### src/verilog/gshare_macros.svh
/*
 * gshare predictor parameters
 * Widths, table and queue depths and counter constants shared by the RTL
 */
`ifndef GSHARE_MACROS_SVH
`define GSHARE_MACROS_SVH

// Front end and execute widths
`define GS_FETCH_WIDTH 2
`define GS_ISSUE_WIDTH 2

// Address split
`define GS_ADDR_BITS 32
`define GS_INSN_OFFSET_BITS 2

// Table, history and counters
`define GS_PHT_INDEX_BITS 8
`define GS_HISTORY_BITS 6
`define GS_COUNTER_BITS 2
`define GS_COUNTER_MAX ((1 << `GS_COUNTER_BITS) - 1)
`define GS_COUNTER_INIT (`GS_COUNTER_MAX / 2 + 1)

// Banking and deferred write queue
`define GS_BANK_BITS 1
`define GS_QUEUE_DEPTH 4
`define GS_QUEUE_PTR_BITS 2

`endif

### src/verilog/gsharePkg.sv
/*
 * gshare predictor types
 * Typed vectors for addresses, table indices, counters and history,
 * plus the fill sequence state
 */
`include "gshare_macros.svh"

package gsharePkg;

    typedef logic [`GS_ADDR_BITS-1:0] addrT;

    typedef logic [`GS_PHT_INDEX_BITS-1:0] phtIndexT;

    typedef logic [`GS_COUNTER_BITS-1:0] phtCounterT;

    // Bit 0 holds the newest outcome
    typedef logic [`GS_HISTORY_BITS-1:0] globalHistoryT;

    // Low index bits select the bank
    typedef logic [`GS_BANK_BITS-1:0] phtBankT;

    typedef logic [`GS_QUEUE_PTR_BITS-1:0] queuePtrT;

    typedef enum logic {
        FILL_RUN,
        FILL_DONE
    } fillStateT;

endpackage

### src/verilog/gshareFetchPredict.sv
/*
 * gshare fetch side
 * Keeps the speculative global history, hashes the fetch address into
 * table indices and turns the read counters into slot predictions
 */
`include "gshare_macros.svh"

module gshareFetchPredict (
    input  logic                     clk,
    input  logic                     rstN,
    input  gsharePkg::addrT          predPc,
    input  logic [`GS_FETCH_WIDTH-1:0] btbHit,
    input  logic [`GS_FETCH_WIDTH-1:0] isCondBr,
    input  logic [`GS_FETCH_WIDTH-1:0] historyValid,
    input  gsharePkg::phtCounterT    readCounter [`GS_FETCH_WIDTH],
    input  logic                     mispredSeen,
    input  logic                     recoverHistory,
    input  gsharePkg::globalHistoryT recoveredHistory,
    output gsharePkg::phtIndexT      readIndex [`GS_FETCH_WIDTH],
    output logic [`GS_FETCH_WIDTH-1:0] predTaken,
    output gsharePkg::phtIndexT      phtIndex [`GS_FETCH_WIDTH],
    output gsharePkg::phtCounterT    phtPrevValue [`GS_FETCH_WIDTH],
    output gsharePkg::globalHistoryT brHistory [`GS_FETCH_WIDTH]
);
    gsharePkg::globalHistoryT history;
    gsharePkg::globalHistoryT shiftHistory;
    gsharePkg::globalHistoryT nextHistory;
    gsharePkg::phtIndexT indexQ [`GS_FETCH_WIDTH];
    logic shiftStop;
    logic shiftSlot;

    // Address bits above the offset, history folded in from the top bit down
    function automatic gsharePkg::phtIndexT hashIndex(
        gsharePkg::addrT pc,
        gsharePkg::globalHistoryT hist
    );
        gsharePkg::phtIndexT idx;
        idx = pc[`GS_PHT_INDEX_BITS + `GS_INSN_OFFSET_BITS - 1:`GS_INSN_OFFSET_BITS];
        for (int i = 0; i < `GS_HISTORY_BITS; i++) begin
            idx[`GS_PHT_INDEX_BITS - 1 - i] = idx[`GS_PHT_INDEX_BITS - 1 - i] ^ hist[i];
        end
        return idx;
    endfunction

    always_comb begin
        shiftHistory = history;
        shiftStop = 1'b0;
        shiftSlot = 1'b0;
        for (int i = 0; i < `GS_FETCH_WIDTH; i++) begin
            // Counter MSB, or any unconditional branch the BTB knows
            predTaken[i] = btbHit[i] &&
                (readCounter[i][`GS_COUNTER_BITS-1] || !isCondBr[i]);
            shiftSlot = btbHit[i] && isCondBr[i] && historyValid[i] &&
                !mispredSeen && !shiftStop;
            if (shiftSlot) begin
                shiftHistory = {shiftHistory[`GS_HISTORY_BITS-2:0], predTaken[i]};
            end
            // Slots behind a taken branch are never executed
            if (predTaken[i]) begin
                shiftStop = 1'b1;
            end
            brHistory[i] = shiftHistory;
        end

        nextHistory = recoverHistory ? recoveredHistory : shiftHistory;

        for (int i = 0; i < `GS_FETCH_WIDTH; i++) begin
            readIndex[i] = hashIndex(
                predPc + gsharePkg::addrT'(i << `GS_INSN_OFFSET_BITS),
                nextHistory
            );
        end
    end

    always_ff @(posedge clk or negedge rstN) begin
        if (!rstN) begin
            history <= '0;
        end else begin
            history <= nextHistory;
        end
    end

    // Indices ride alongside the registered table read
    always_ff @(posedge clk) begin
        indexQ <= readIndex;
    end

    assign phtIndex = indexQ;
    assign phtPrevValue = readCounter;

endmodule

### src/verilog/gshareUnit.sv
/*
 * gshare direction predictor top level
 * Joins fetch prediction, update arbitration, banked table and write queue
 */
`include "gshare_macros.svh"

module gshareUnit (
    input  logic                     clk,
    input  logic                     rstN,
    // Fetch side
    input  gsharePkg::addrT          predPc,
    input  logic [`GS_FETCH_WIDTH-1:0] btbHit,
    input  logic [`GS_FETCH_WIDTH-1:0] isCondBr,
    input  logic [`GS_FETCH_WIDTH-1:0] historyValid,
    output logic [`GS_FETCH_WIDTH-1:0] predTaken,
    output gsharePkg::phtIndexT      phtIndex [`GS_FETCH_WIDTH],
    output gsharePkg::phtCounterT    phtPrevValue [`GS_FETCH_WIDTH],
    output gsharePkg::globalHistoryT brHistory [`GS_FETCH_WIDTH],
    // Execute side
    input  logic [`GS_ISSUE_WIDTH-1:0] resultValid,
    input  logic [`GS_ISSUE_WIDTH-1:0] resultIsUncond,
    input  logic [`GS_ISSUE_WIDTH-1:0] resultTaken,
    input  logic [`GS_ISSUE_WIDTH-1:0] resultMispred,
    input  gsharePkg::phtIndexT      resultPhtIndex [`GS_ISSUE_WIDTH],
    input  gsharePkg::phtCounterT    resultPrevCounter [`GS_ISSUE_WIDTH],
    input  logic                     recoverHistory,
    input  gsharePkg::globalHistoryT recoveredHistory,
    output logic                     fillBusy
);
    gsharePkg::phtIndexT readIndex [`GS_FETCH_WIDTH];
    gsharePkg::phtCounterT readCounter [`GS_FETCH_WIDTH];
    logic [`GS_ISSUE_WIDTH-1:0] writeEnable;
    gsharePkg::phtIndexT writeIndex [`GS_ISSUE_WIDTH];
    gsharePkg::phtCounterT writeCounter [`GS_ISSUE_WIDTH];
    logic push;
    logic pop;
    gsharePkg::phtIndexT pushIndex;
    gsharePkg::phtCounterT pushCounter;
    gsharePkg::phtIndexT headIndex;
    gsharePkg::phtCounterT headCounter;
    logic empty;
    logic full;
    logic mispredSeen;

    gshareFetchPredict fetchPredict0 (
        .clk, .rstN, .predPc, .btbHit, .isCondBr, .historyValid,
        .readCounter, .mispredSeen, .recoverHistory, .recoveredHistory,
        .readIndex, .predTaken, .phtIndex, .phtPrevValue, .brHistory
    );

    phtUpdateArbiter updateArbiter0 (
        .clk, .rstN, .resultValid, .resultIsUncond, .resultTaken, .resultMispred,
        .resultPhtIndex, .resultPrevCounter, .headIndex, .headCounter, .empty, .full,
        .writeEnable, .writeIndex, .writeCounter, .push, .pushIndex, .pushCounter,
        .pop, .mispredSeen, .fillBusy
    );

    phtBankedRam pht0 (
        .clk, .readIndex, .readCounter, .writeEnable, .writeIndex, .writeCounter
    );

    phtWriteQueue writeQueue0 (
        .clk, .rstN, .push, .pushIndex, .pushCounter, .pop,
        .headIndex, .headCounter, .empty, .full
    );

endmodule

### src/verilog/phtBankedRam.sv
/*
 * Banked pattern history table
 * One write port per bank, registered reads for every fetch slot
 */
`include "gshare_macros.svh"

module phtBankedRam (
    input  logic                  clk,
    input  gsharePkg::phtIndexT   readIndex [`GS_FETCH_WIDTH],
    output gsharePkg::phtCounterT readCounter [`GS_FETCH_WIDTH],
    input  logic [`GS_ISSUE_WIDTH-1:0] writeEnable,
    input  gsharePkg::phtIndexT   writeIndex [`GS_ISSUE_WIDTH],
    input  gsharePkg::phtCounterT writeCounter [`GS_ISSUE_WIDTH]
);
    localparam int NUM_BANKS = 1 << `GS_BANK_BITS;
    localparam int ROW_BITS = `GS_PHT_INDEX_BITS - `GS_BANK_BITS;
    localparam int ROWS = 1 << ROW_BITS;

    gsharePkg::phtCounterT bankOut [NUM_BANKS][`GS_FETCH_WIDTH];
    gsharePkg::phtBankT readBankQ [`GS_FETCH_WIDTH];
    logic bankClash;

    for (genvar b = 0; b < NUM_BANKS; b++) begin : genBank
        gsharePkg::phtCounterT mem [ROWS];
        gsharePkg::phtCounterT readQ [`GS_FETCH_WIDTH];
        logic bankWe;
        logic [ROW_BITS-1:0] bankRow;
        gsharePkg::phtCounterT bankData;

        // First enabled port aimed at this bank owns the write port
        always_comb begin
            bankWe = 1'b0;
            bankRow = '0;
            bankData = '0;
            for (int p = `GS_ISSUE_WIDTH - 1; p >= 0; p--) begin
                if (writeEnable[p] && writeIndex[p][`GS_BANK_BITS-1:0] == gsharePkg::phtBankT'(b)) begin
                    bankWe = 1'b1;
                    bankRow = writeIndex[p][`GS_PHT_INDEX_BITS-1:`GS_BANK_BITS];
                    bankData = writeCounter[p];
                end
            end
        end

        always_ff @(posedge clk) begin
            if (bankWe) begin
                mem[bankRow] <= bankData;
            end
            for (int s = 0; s < `GS_FETCH_WIDTH; s++) begin
                readQ[s] <= mem[readIndex[s][`GS_PHT_INDEX_BITS-1:`GS_BANK_BITS]];
            end
        end

        for (genvar s = 0; s < `GS_FETCH_WIDTH; s++) begin : genOut
            assign bankOut[b][s] = readQ[s];
        end
    end

    // Bank select follows the row read by one cycle
    always_ff @(posedge clk) begin
        for (int s = 0; s < `GS_FETCH_WIDTH; s++) begin
            readBankQ[s] <= readIndex[s][`GS_BANK_BITS-1:0];
        end
    end

    always_comb begin
        for (int s = 0; s < `GS_FETCH_WIDTH; s++) begin
            readCounter[s] = bankOut[readBankQ[s]][s];
        end
    end

    always_comb begin
        bankClash = 1'b0;
        for (int p = 1; p < `GS_ISSUE_WIDTH; p++) begin
            for (int q = 0; q < p; q++) begin
                if (writeEnable[p] && writeEnable[q] &&
                    writeIndex[p][`GS_BANK_BITS-1:0] == writeIndex[q][`GS_BANK_BITS-1:0]) begin
                    bankClash = 1'b1;
                end
            end
        end
    end

    // The arbiter has to keep each bank to one write per cycle
    assert property (@(posedge clk) !bankClash)
        else $error("phtBankedRam: two writes to one bank in the same cycle");

endmodule

### src/verilog/phtUpdateArbiter.sv
/*
 * PHT update arbiter
 * Trains counters from execute results, defers bank conflicts to the
 * write queue, drains it into idle ports and runs the reset fill
 */
`include "gshare_macros.svh"

module phtUpdateArbiter (
    input  logic                  clk,
    input  logic                  rstN,
    input  logic [`GS_ISSUE_WIDTH-1:0] resultValid,
    input  logic [`GS_ISSUE_WIDTH-1:0] resultIsUncond,
    input  logic [`GS_ISSUE_WIDTH-1:0] resultTaken,
    input  logic [`GS_ISSUE_WIDTH-1:0] resultMispred,
    input  gsharePkg::phtIndexT   resultPhtIndex [`GS_ISSUE_WIDTH],
    input  gsharePkg::phtCounterT resultPrevCounter [`GS_ISSUE_WIDTH],
    input  gsharePkg::phtIndexT   headIndex,
    input  gsharePkg::phtCounterT headCounter,
    input  logic                  empty,
    input  logic                  full,
    output logic [`GS_ISSUE_WIDTH-1:0] writeEnable,
    output gsharePkg::phtIndexT   writeIndex [`GS_ISSUE_WIDTH],
    output gsharePkg::phtCounterT writeCounter [`GS_ISSUE_WIDTH],
    output logic                  push,
    output gsharePkg::phtIndexT   pushIndex,
    output gsharePkg::phtCounterT pushCounter,
    output logic                  pop,
    output logic                  mispredSeen,
    output logic                  fillBusy
);
    localparam gsharePkg::phtIndexT FILL_LAST =
        gsharePkg::phtIndexT'((1 << `GS_PHT_INDEX_BITS) - `GS_ISSUE_WIDTH);
    localparam gsharePkg::phtCounterT CNT_MAX = gsharePkg::phtCounterT'(`GS_COUNTER_MAX);

    gsharePkg::fillStateT fillState;
    gsharePkg::phtIndexT fillIndex;
    logic deferReq;
    logic headBlocked;
    logic headPlaced;

    function automatic gsharePkg::phtCounterT saturate(gsharePkg::phtCounterT prev, logic taken);
        if (taken) begin
            return (prev == CNT_MAX) ? CNT_MAX : gsharePkg::phtCounterT'(prev + 1'b1);
        end
        return (prev == '0) ? '0 : gsharePkg::phtCounterT'(prev - 1'b1);
    endfunction

    function automatic logic sameBank(gsharePkg::phtIndexT a, gsharePkg::phtIndexT b);
        gsharePkg::phtBankT bankA;
        gsharePkg::phtBankT bankB;
        bankA = a[`GS_BANK_BITS-1:0];
        bankB = b[`GS_BANK_BITS-1:0];
        return bankA == bankB;
    endfunction

    assign fillBusy = (fillState == gsharePkg::FILL_RUN);

    always_comb begin
        deferReq = 1'b0;
        headBlocked = 1'b0;
        headPlaced = 1'b0;
        pushIndex = '0;
        pushCounter = '0;
        for (int p = 0; p < `GS_ISSUE_WIDTH; p++) begin
            writeEnable[p] = resultValid[p] && !resultIsUncond[p];
            writeIndex[p] = resultPhtIndex[p];
            writeCounter[p] = saturate(resultPrevCounter[p], resultTaken[p]);
        end

        // Later port yields its bank to an earlier write
        for (int p = 1; p < `GS_ISSUE_WIDTH; p++) begin
            for (int q = 0; q < p; q++) begin
                if (writeEnable[p] && writeEnable[q] && sameBank(writeIndex[p], writeIndex[q])) begin
                    writeEnable[p] = 1'b0;
                    deferReq = 1'b1;
                    pushIndex = writeIndex[p];
                    pushCounter = writeCounter[p];
                end
            end
        end
        push = deferReq && !full;

        // Queue head goes out only if its bank is free this cycle
        for (int p = 0; p < `GS_ISSUE_WIDTH; p++) begin
            if (writeEnable[p] && sameBank(writeIndex[p], headIndex)) begin
                headBlocked = 1'b1;
            end
        end
        for (int p = 0; p < `GS_ISSUE_WIDTH; p++) begin
            if (!empty && !headBlocked && !headPlaced && !writeEnable[p]) begin
                writeEnable[p] = 1'b1;
                writeIndex[p] = headIndex;
                writeCounter[p] = headCounter;
                headPlaced = 1'b1;
            end
        end
        pop = headPlaced;

        // Fill owns every port until the table is initialized
        if (fillBusy) begin
            for (int p = 0; p < `GS_ISSUE_WIDTH; p++) begin
                writeEnable[p] = 1'b1;
                writeIndex[p] = gsharePkg::phtIndexT'(fillIndex + p);
                writeCounter[p] = gsharePkg::phtCounterT'(`GS_COUNTER_INIT);
            end
            push = 1'b0;
            pop = 1'b0;
        end
    end

    always_ff @(posedge clk or negedge rstN) begin
        if (!rstN) begin
            fillState <= gsharePkg::FILL_RUN;
            fillIndex <= '0;
            mispredSeen <= 1'b0;
        end else begin
            mispredSeen <= !fillBusy && |(resultValid & resultMispred);
            if (fillState == gsharePkg::FILL_RUN) begin
                fillIndex <= gsharePkg::phtIndexT'(fillIndex + `GS_ISSUE_WIDTH);
                if (fillIndex == FILL_LAST) begin
                    fillState <= gsharePkg::FILL_DONE;
                end
            end
        end
    end

    assert property (@(posedge clk) disable iff (!rstN) !(push && full))
        else $error("phtUpdateArbiter: push issued into a full queue");

endmodule

### src/verilog/phtWriteQueue.sv
/*
 * Deferred counter write queue
 * Circular buffer holding table writes that lost a bank conflict
 */
`include "gshare_macros.svh"

module phtWriteQueue (
    input  logic                  clk,
    input  logic                  rstN,
    input  logic                  push,
    input  gsharePkg::phtIndexT   pushIndex,
    input  gsharePkg::phtCounterT pushCounter,
    input  logic                  pop,
    output gsharePkg::phtIndexT   headIndex,
    output gsharePkg::phtCounterT headCounter,
    output logic                  empty,
    output logic                  full
);
    typedef logic [`GS_QUEUE_PTR_BITS:0] countT;

    gsharePkg::phtIndexT indexMem [`GS_QUEUE_DEPTH];
    gsharePkg::phtCounterT counterMem [`GS_QUEUE_DEPTH];
    gsharePkg::queuePtrT headPtr;
    gsharePkg::queuePtrT tailPtr;
    countT count;
    logic doPush;
    logic doPop;

    assign empty = (count == '0);
    assign full = (count == countT'(`GS_QUEUE_DEPTH));

    // A push into a full queue is lost
    assign doPush = push && !full;
    assign doPop = pop && !empty;

    assign headIndex = indexMem[headPtr];
    assign headCounter = counterMem[headPtr];

    always_ff @(posedge clk or negedge rstN) begin
        if (!rstN) begin
            headPtr <= '0;
            tailPtr <= '0;
            count <= '0;
        end else begin
            if (doPush) begin
                tailPtr <= gsharePkg::queuePtrT'(tailPtr + 1'b1);
            end
            if (doPop) begin
                headPtr <= gsharePkg::queuePtrT'(headPtr + 1'b1);
            end
            case ({doPush, doPop})
                2'b10: count <= countT'(count + 1'b1);
                2'b01: count <= countT'(count - 1'b1);
                default: count <= count;
            endcase
        end
    end

    always_ff @(posedge clk) begin
        if (doPush) begin
            indexMem[tailPtr] <= pushIndex;
            counterMem[tailPtr] <= pushCounter;
        end
    end

    assert property (@(posedge clk) disable iff (!rstN) !(pop && empty))
        else $error("phtWriteQueue: pop while empty");

    assert property (@(posedge clk) disable iff (!rstN) count <= countT'(`GS_QUEUE_DEPTH))
        else $error("phtWriteQueue: occupancy %0d over depth", count);

endmodule
### config.mk
export PLATFORM = sky130hd
export DESIGN_NAME = gshareUnit
export DESIGN_NICKNAME = d
export VERILOG_FILES = /design/src/verilog/gsharePkg.sv /design/src/verilog/gshareFetchPredict.sv /design/src/verilog/gshareUnit.sv /design/src/verilog/phtBankedRam.sv /design/src/verilog/phtUpdateArbiter.sv /design/src/verilog/phtWriteQueue.sv
export VERILOG_INCLUDE_DIRS = /design/src /design/src/verilog
export SDC_FILE = /design/constraint.sdc
export NUM_CORES = 1
export LEC_CHECK = 0
export ABC_CLOCK_PERIOD_IN_PS = 6800
export BUFFER_PORTS_ARGS = -buffer_cell sky130_fd_sc_hd__buf_4
export CAP_MARGIN = 0
export CORE_AREA = 2 2 234 236
export DETAILED_ROUTE_END_ITERATION = 8
export DIE_AREA = 0 0 236 238
export GPL_TIMING_DRIVEN = 0
export MAX_ROUTING_LAYER = met4
export PLACE_DENSITY_LB_ADDON = 0.08
export SYNTH_ARGS = -nofsm -noshare
export SYNTH_HDL_FRONTEND = slang
export SYNTH_SLANG_ARGS = --single-unit
### constraint.sdc
create_clock -name clk -period 6.8 [get_ports clk]
set_clock_uncertainty 0.05 [all_clocks]
set_input_delay 1.36 -clock clk [delete_from_list [all_inputs] [get_ports clk]]
set_output_delay 1.36 -clock clk [all_outputs]
set_load 0.02 [all_outputs]
Word-level counts from Yosys, hierarchy flattened
Memory sizes are Yosys's and may differ from the RTL's.
Cells that the tools add are included.
{ "word_totals": {"regBits": 39, "mem_bits_rw": 562, "input_bits": 75, "out_inout_bits": 35, "elab_cells": 162, "mem_count": 7} }
{ "classes": {"add_sub_neg": 11, "n_lt_le_gt_ge": 2, "n_eq_ne": 9, "muxes": 60, "n_bitwise": 18, "reduce_logical": 46} }
{ "memory_table": {"columns": ["memory", "words", "width", "read_ports", "rd_ports_with_merged_regs", "write_ports", "line_no", "source"], "rows": [
  ["pht0.genBank[0].mem", 128, 2, 2, 0, 1, "phtBankedRam.sv:24", "gsharePkg::phtCounterT mem [ROWS];"],
  ["pht0.genBank[1].mem", 128, 2, 2, 0, 1, "phtBankedRam.sv:24", null],
  ["writeQueue0.indexMem", 4, 8, 1, 0, 1, "phtWriteQueue.sv:21", "gsharePkg::phtIndexT indexMem [`GS_QUEUE_DEPTH];"],
  ["writeQueue0.counterMem", 4, 2, 1, 0, 1, "phtWriteQueue.sv:22", "gsharePkg::phtCounterT counterMem [`GS_QUEUE_DEPTH];"],
  ["pht0.genBank[0].readQ", 2, 2, 2, 0, 2, "phtBankedRam.sv:25", "gsharePkg::phtCounterT readQ [`GS_FETCH_WIDTH];"],
  ["pht0.genBank[1].readQ", 2, 2, 2, 0, 2, "phtBankedRam.sv:25", null],
  ["+1 memories", null, null, null, null, null, null, null]
]} }
{ "ops": {"columns": ["cell", "count"], "rows": [
  ["$mux W2", 19],
  ["$mux W7", 4],
  ["$logic_and A1 B1 Y1", 27],
  ["$mux W1", 25],
  ["$mux W8", 3],
  ["$mux W6", 3],
  ["$mux W16", 1],
  ["$mux W4", 4],
  ["$logic_not A1 Y1", 12],
  ["$xor A1 B1 Y1", 12],
  ["$add A10 B3 Y10 const B", 1],
  ["$add A2 B1 Y2 const B", 4],
  ["$add A8 B1 Y8 const B", 1],
  ["$add A8 B2 Y8 const B", 1],
  ["$eq A8 B8 Y1 const B", 1],
  ["$eq A2 B2 Y1 const B", 3],
  ["$pmux W3 S2", 1],
  ["$ge A2 B2 Y1 const B", 2],
  ["$logic_not A2 Y1", 2],
  ["$not A1 Y2", 2],
  ["$sub A2 B1 Y2 const B", 2],
  ["$add A3 B1 Y3 const B", 1],
  ["$eq A1 B1 Y1", 3],
  ["$eq A3 B3 Y1 const B", 1],
  ["8 further kinds", 11]
]} }

Longest topological paths before layout
{ "depth": {"depth_word": 22, "depth_mapped": 17, "depth_no_buf": 14} }

Modules after synthesis
Synthesis repeated with hierarchy kept, for this count alone.
{ "unflattened": {"hier_cells": 1684, "area_unflattened_um2": 29599.6} }
{ "modules_own_cells": {"columns": ["mod", "n_inst", "cells_per_inst", "area_each_um2", "seq_area_each_um2"], "rows": [
  ["phtBankedRam", 1, 1332, 25359.3, 15574.9],
  ["phtWriteQueue", 1, 89, 1885.6, 1376.3],
  ["gshareFetchPredict", 1, 134, 1345.0, 470.5],
  ["phtUpdateArbiter", 1, 129, 1009.7, 225.2]
]} }

Worst setup path after synthesis
OpenSTA, ideal clock, no wires.
{ "synth_timing": {"kind": "in2reg", "from": "in resultPhtIndex[8] (netlist bit)", "to": "mem pht0.genBank[1].mem[0][0] (netlist bit), data pin", "setup_time_ps": 897, "t_arrival_ps": 6927, "required_ps": 5853, "path_slack_ps": -1074, "stages": 12, "path_buffers": 3, "path_cell_list": "clkbuf_1 > xnor2_1 > a21oi_1 > nand2b_1 > nand3b_1 > a211oi_2 > buf_2 > nand2_1 > nand3_1 > buf_1 > inv_1 > o22ai_1"} }
{ "synth_via": {"elab_chain_len": 17, "word_cells_on_any_way": 29, "classes_between": "eq/ne (2); mux (15); reduce/logical (12)"} }
{ "synth_lines": {"columns": ["item", "line_no", "source"], "rows": [
  ["from (decl)", "gshareUnit.sv:24", "input gsharePkg::phtIndexT resultPhtIndex [`GS_ISSUE_WIDTH],"],
  ["$eq A1 B1 Y1", "phtUpdateArbiter.sv:53", "return bankA == bankB;"],
  ["$logic_and A1 B1 Y1", "phtUpdateArbiter.sv:73", "if (writeEnable[p] && writeEnable[q] && sameBank(writeIndex[p], writeIndex[q])) begin"],
  ["$mux W1", "phtUpdateArbiter.sv:73", null],
  ["$logic_and A1 B1 Y1", "phtUpdateArbiter.sv:85", "if (writeEnable[p] && sameBank(writeIndex[p], headIndex)) begin"],
  ["$mux W1", "phtUpdateArbiter.sv:85", null],
  ["$logic_not A1 Y1", "phtUpdateArbiter.sv:90", "if (!empty && !headBlocked && !headPlaced && !writeEnable[p]) begin"],
  ["$logic_and A1 B1 Y1 (2 in series)", "phtUpdateArbiter.sv:90", null],
  ["$mux W1", "phtUpdateArbiter.sv:90", null],
  ["$logic_not A1 Y1", "phtUpdateArbiter.sv:90", null],
  ["$logic_and A1 B1 Y1 (2 in series)", "phtUpdateArbiter.sv:90", null],
  ["$mux W1 / $mux W8 (equally long branches)", "phtUpdateArbiter.sv:90", null],
  ["$mux W2 / $mux W16 (equally long branches)", "phtUpdateArbiter.sv:100", "if (fillBusy) begin"],
  ["$logic_and A1 B1 Y1", "phtBankedRam.sv:36", "if (writeEnable[p] && writeIndex[p][`GS_BANK_BITS-1:0] == gsharePkg::phtBankT'(b)) begin"],
  ["$mux W2", "phtBankedRam.sv:36", null],
  ["$mux W2 *", "phtBankedRam.sv:36", null],
  ["net pht0.genBank[1].bankData[0]", "phtBankedRam.sv:28", "gsharePkg::phtCounterT bankData;"],
  ["to (decl)", "phtBankedRam.sv:24", null]
]} }
Mark *: on every way through the listed nets, which the timed path passes. The rest lies on a longest branch.

==> key figures <==
Cells and area
  • Layout area overhead: 12.6%
  • Nets: approximately 2,400
  • Final Non-Filler Cells: 3,058
  • Design Area, Final: about 34,000 µm²
  • Layout cell share with drive strength beyond 1: between 20% and 30%
  • Fin util: ~64%

Logic synthesis
  • Seq/Total Area, Yosys: roughly 58%
  • Main synth FF type: edfxtp_1
  • Netlist Area Pre-Place: 30,400 µm²
  • Top cell type's share of synthesized area: 54.5%
  • Count leader, synth: edfxtp_1
  • Netlist cell types: 92
  • Seq cells post-synth: around 600
  • Post-synth top cells: edfxtp_1 (552), nor2_1 (321), mux2i_1 (234)
  • Largest cells by area after synthesis: edfxtp_1 (55%), mux4_2 (15%), mux2i_1 (7.7%), nor2_1 (4.0%), nand2_1 (2.2%)
  • Synth Instances: between 2,000 and 2,500
  • Leading area contributor after synthesis: edfxtp_1
  • Post-Syn Area per Cell: approximately 14 µm²
  • Syn_nets: approximately 2,200
  • Ys async rst share: between 3 and 4%
  • Post-synth EDFFs: roughly 550
  • Synth warn: 0

Worst setup path
  • Crit-path cells: buf_4 > and4b_1 > buf_2 > mux2i_1 > inv_2 > a211oi_1 > nor4_1 > a21oi_2 > nor2_2 > inv_2 > buf_2 > clkbuf_1 > nand2_1 > o22ai_1 > nor4_1 > a32oi_1
  • Delay-heaviest family, CP: buffers and inverters
  • Max incr delay on CP: 0.89 ns
  • Critical Path AT: 6.41 ns
  • WS Path Type: in -> reg
  • Slowest CP cell: clkbuf_1
  • Crit Path Max Fanout: 10
  • Critical path endpoint category: flop
  • CP Launch Type: primary input
  • R2r setup slk: ~1.1 ns
  • WP buf/inv: 6
  • Worst EP required: 7.24 ns

GRT
  • Vias in the first global route: about 21,000
  • Number of antenna violations at the first check in global routing: 1
  • Total track usage: 40.4%
  • Largest net degree at the start of global routing: between 70 and 80
  • Grt ovf: 0
  • First-pass GRT wire length: approximately 150,000 µm

Die
  • FP Rows: between 80 and 90
  • Core Region: roughly 53,000 µm²
  • # IOs: 110
  • Die height: approximately 240 µm
  • Die X: 236 µm
  • Die ar.: roughly 56,000 µm²
  • Starting Density: roughly 57%

STA
  • Worst Max-Slew Pin Slew: around 1.5 ns
  • Final period util: 87.9%
  • Max Slew Vio Count: 0
  • Slew margin rel.: 0.322%
  • Final setup violation count: 0
  • Fmax: around 170 MHz
  • Hold_ws: ~0.45 ns
  • Hold Fails Final Rpt: 0
  • Setup TNS: 0 ns
  • Min cycle time layout: 5.98 ns
  • RSZ-0062 raised after global routing: false

Detailed routing
  • ANT nets after route: 0
  • Post-route DRC: 0
  • Detailed Route WL: between 100,000 and 150,000 µm
  • Vias: 22,100
  • Vias per inst: 7.21
  • Drt first pass iters: 6
  • Routed length per instance: 35.8 µm
  • Iter 0 DRT Violations: between 3,000 and 4,000

Clock network
  • H-Tree Depth: 3
  • Sink Count: roughly 600
  • Clock slew at reported path FFs: around 0.06 ns
  • CTS Buf Count: 67
  • Setup Fix Bufs, Post-CTS: 0
  • CTS tree: built
  • Resize count post-CTS: 0
  • CTS Hold Bufs: 0
  • Clock root buffer: clkbuf_16
  • Max clock buf depth: 3
  • Worst-skew pair later-pin latency: 0.62 ns

Placed design
  • Area post-placement: between 30,000 and 40,000 µm²
  • Hpwl dp: 78,300 µm
  • I/O Buffers: 83
  • Routability Congestion: slightly above 1
  • Placed Cells: approximately 2,900

Pwr
  • Peak VDD IR: around 0.2 mV
  • PwrDens: approximately 260 nW/µm²
  • Lkg Pwr: around 11 nW

Status
  • Failing checks: max-capacitance violations
  • Status: complete, but fails checks

Flow run
  • MaxCap Viol Count: 2

Min path
  • Hold WC Path Type: reg -> reg
flip-flops by register name, summed over array words and instances, names as in the netlist:
signal / count
fetchPredict0.phtIndex: 15
writeQueue0.indexMem: 32
writeQueue0.counterMem: 8
writeQueue0.headPtr: 2
updateArbiter0.mispredSeen: 1
pht0.genBank.readQ: 8
writeQueue0.count: 3
pht0.readBankQ: 1
updateArbiter0.fillState: 1
writeQueue0.tailPtr: 2
pht0.genBank.mem: 512
updateArbiter0.fillIndex: 7
fetchPredict0.history: 6
cells by family (layout without fill, tap and decap cells):
family,count (synthesis),after routing,share of synthesized area (%)
xor+xnor,26,26,0.930
other cells,0,1,0
simple gates,694,694,10.0
flops,598,598,57.9
buf+inv,172,382,2.62
compound gates,184,184,4.50
fa+ha+maj,8,8,0.354
mux,469,469,23.7
cell usage in the layout, fill, tap and decap left out, types with 9 or more instances in the layout:
| cell type | count |
|---|---|
| mux2_2 | 37 |
| dfxtp_1 | 24 |
| a22oi_1 | 19 |
| nand2_1 | 181 |
| inv_1 | 25 |
| nor3_1 | 11 |
| xnor2_1 | 14 |
| and3_1 | 15 |
| dfrtp_1 | 22 |
| a211oi_1 | 16 |
| nand3_1 | 90 |
| mux2i_1 | 234 |
| clkbuf_1 | 77 |
| o211ai_1 | 11 |
| mux4_2 | 196 |
| o21ai_0 | 22 |
| nor2_1 | 321 |
| nor3b_1 | 11 |
| a22o_1 | 11 |
| nand2b_1 | 10 |
| buf_4 | 93 |
| clkinv_1 | 19 |
| nor4_1 | 9 |
| clkbuf_16 | 68 |
| buf_1 | 13 |
| a21oi_1 | 33 |
| a32o_1 | 9 |
| edfxtp_1 | 552 |
| buf_2 | 36 |
path summary, 6_finish.rpt:
kind / end / cells past startpoint / start
setup reg to reg: pht0.genBank[0].readQ[0][3]$_DFF_P_ / 15 / pht0.readBankQ[0][0]$_DFF_P_
max in group asynchronous: fetchPredict0.history[0]$_DFF_PN0_ / 1 / rstN
min in group asynchronous: writeQueue0.tailPtr[1]$_DFFE_PN0P_ / 1 / rstN
setup / recovery: pht0.genBank[0].readQ[0][3]$_DFF_P_ / 16 / btbHit[0]
hold reg to reg: updateArbiter0.fillIndex[5]$_DFFE_PN0N_ / 1 / updateArbiter0.fillIndex[5]$_DFFE_PN0N_
hold / removal: updateArbiter0.fillIndex[5]$_DFFE_PN0N_ / 1 / updateArbiter0.fillIndex[5]$_DFFE_PN0N_
routing by layer:
metal / wire length, µm / GRT usage (%) / vias to the layer above
met1: 39300 / 51.9 / 11100
met3: 13900 / 9.47 / 362
met4: 6600 / 21.3 / 0
met5: 0 / - / -
li1: - / - / 8703
met2: 49700 / 60.6 / 1904
cell type report:
type,count,area (µm²)
Buffer,136,661
Inverter,36,140
Clock inverter,32,214
Clock buffer,85,1830
Fill cell,4028,19300
Antenna cell,1,2.50
Sequential cell,598,17600
Multi-Input combinational cell,1381,12100
Timing Repair Buffer,93,856
Tap cell,696,871
report_power, final:
part	internal, mW	total [mW]	switching (mW)	leakage (nW)
Clock	1.97	3.45	1.49	0.988
Combinational	0.466	1.55	1.08	5.18
Sequential	4.00	4.01	0.0189	4.93
Total	6.43	9.01	2.58	11.1
metrics by stage:
stage	power, mW	setup slack, ns
2_1_floorplan	4.91	0.875
3_3_place_gp	5.55	-1.89
3_5_place_dp	5.57	0.377
4_1_cts	8.96	1.02
5_1_grt	9.15	0.605
6_report	9.01	0.825
Power figures use the tool's default switching activity.
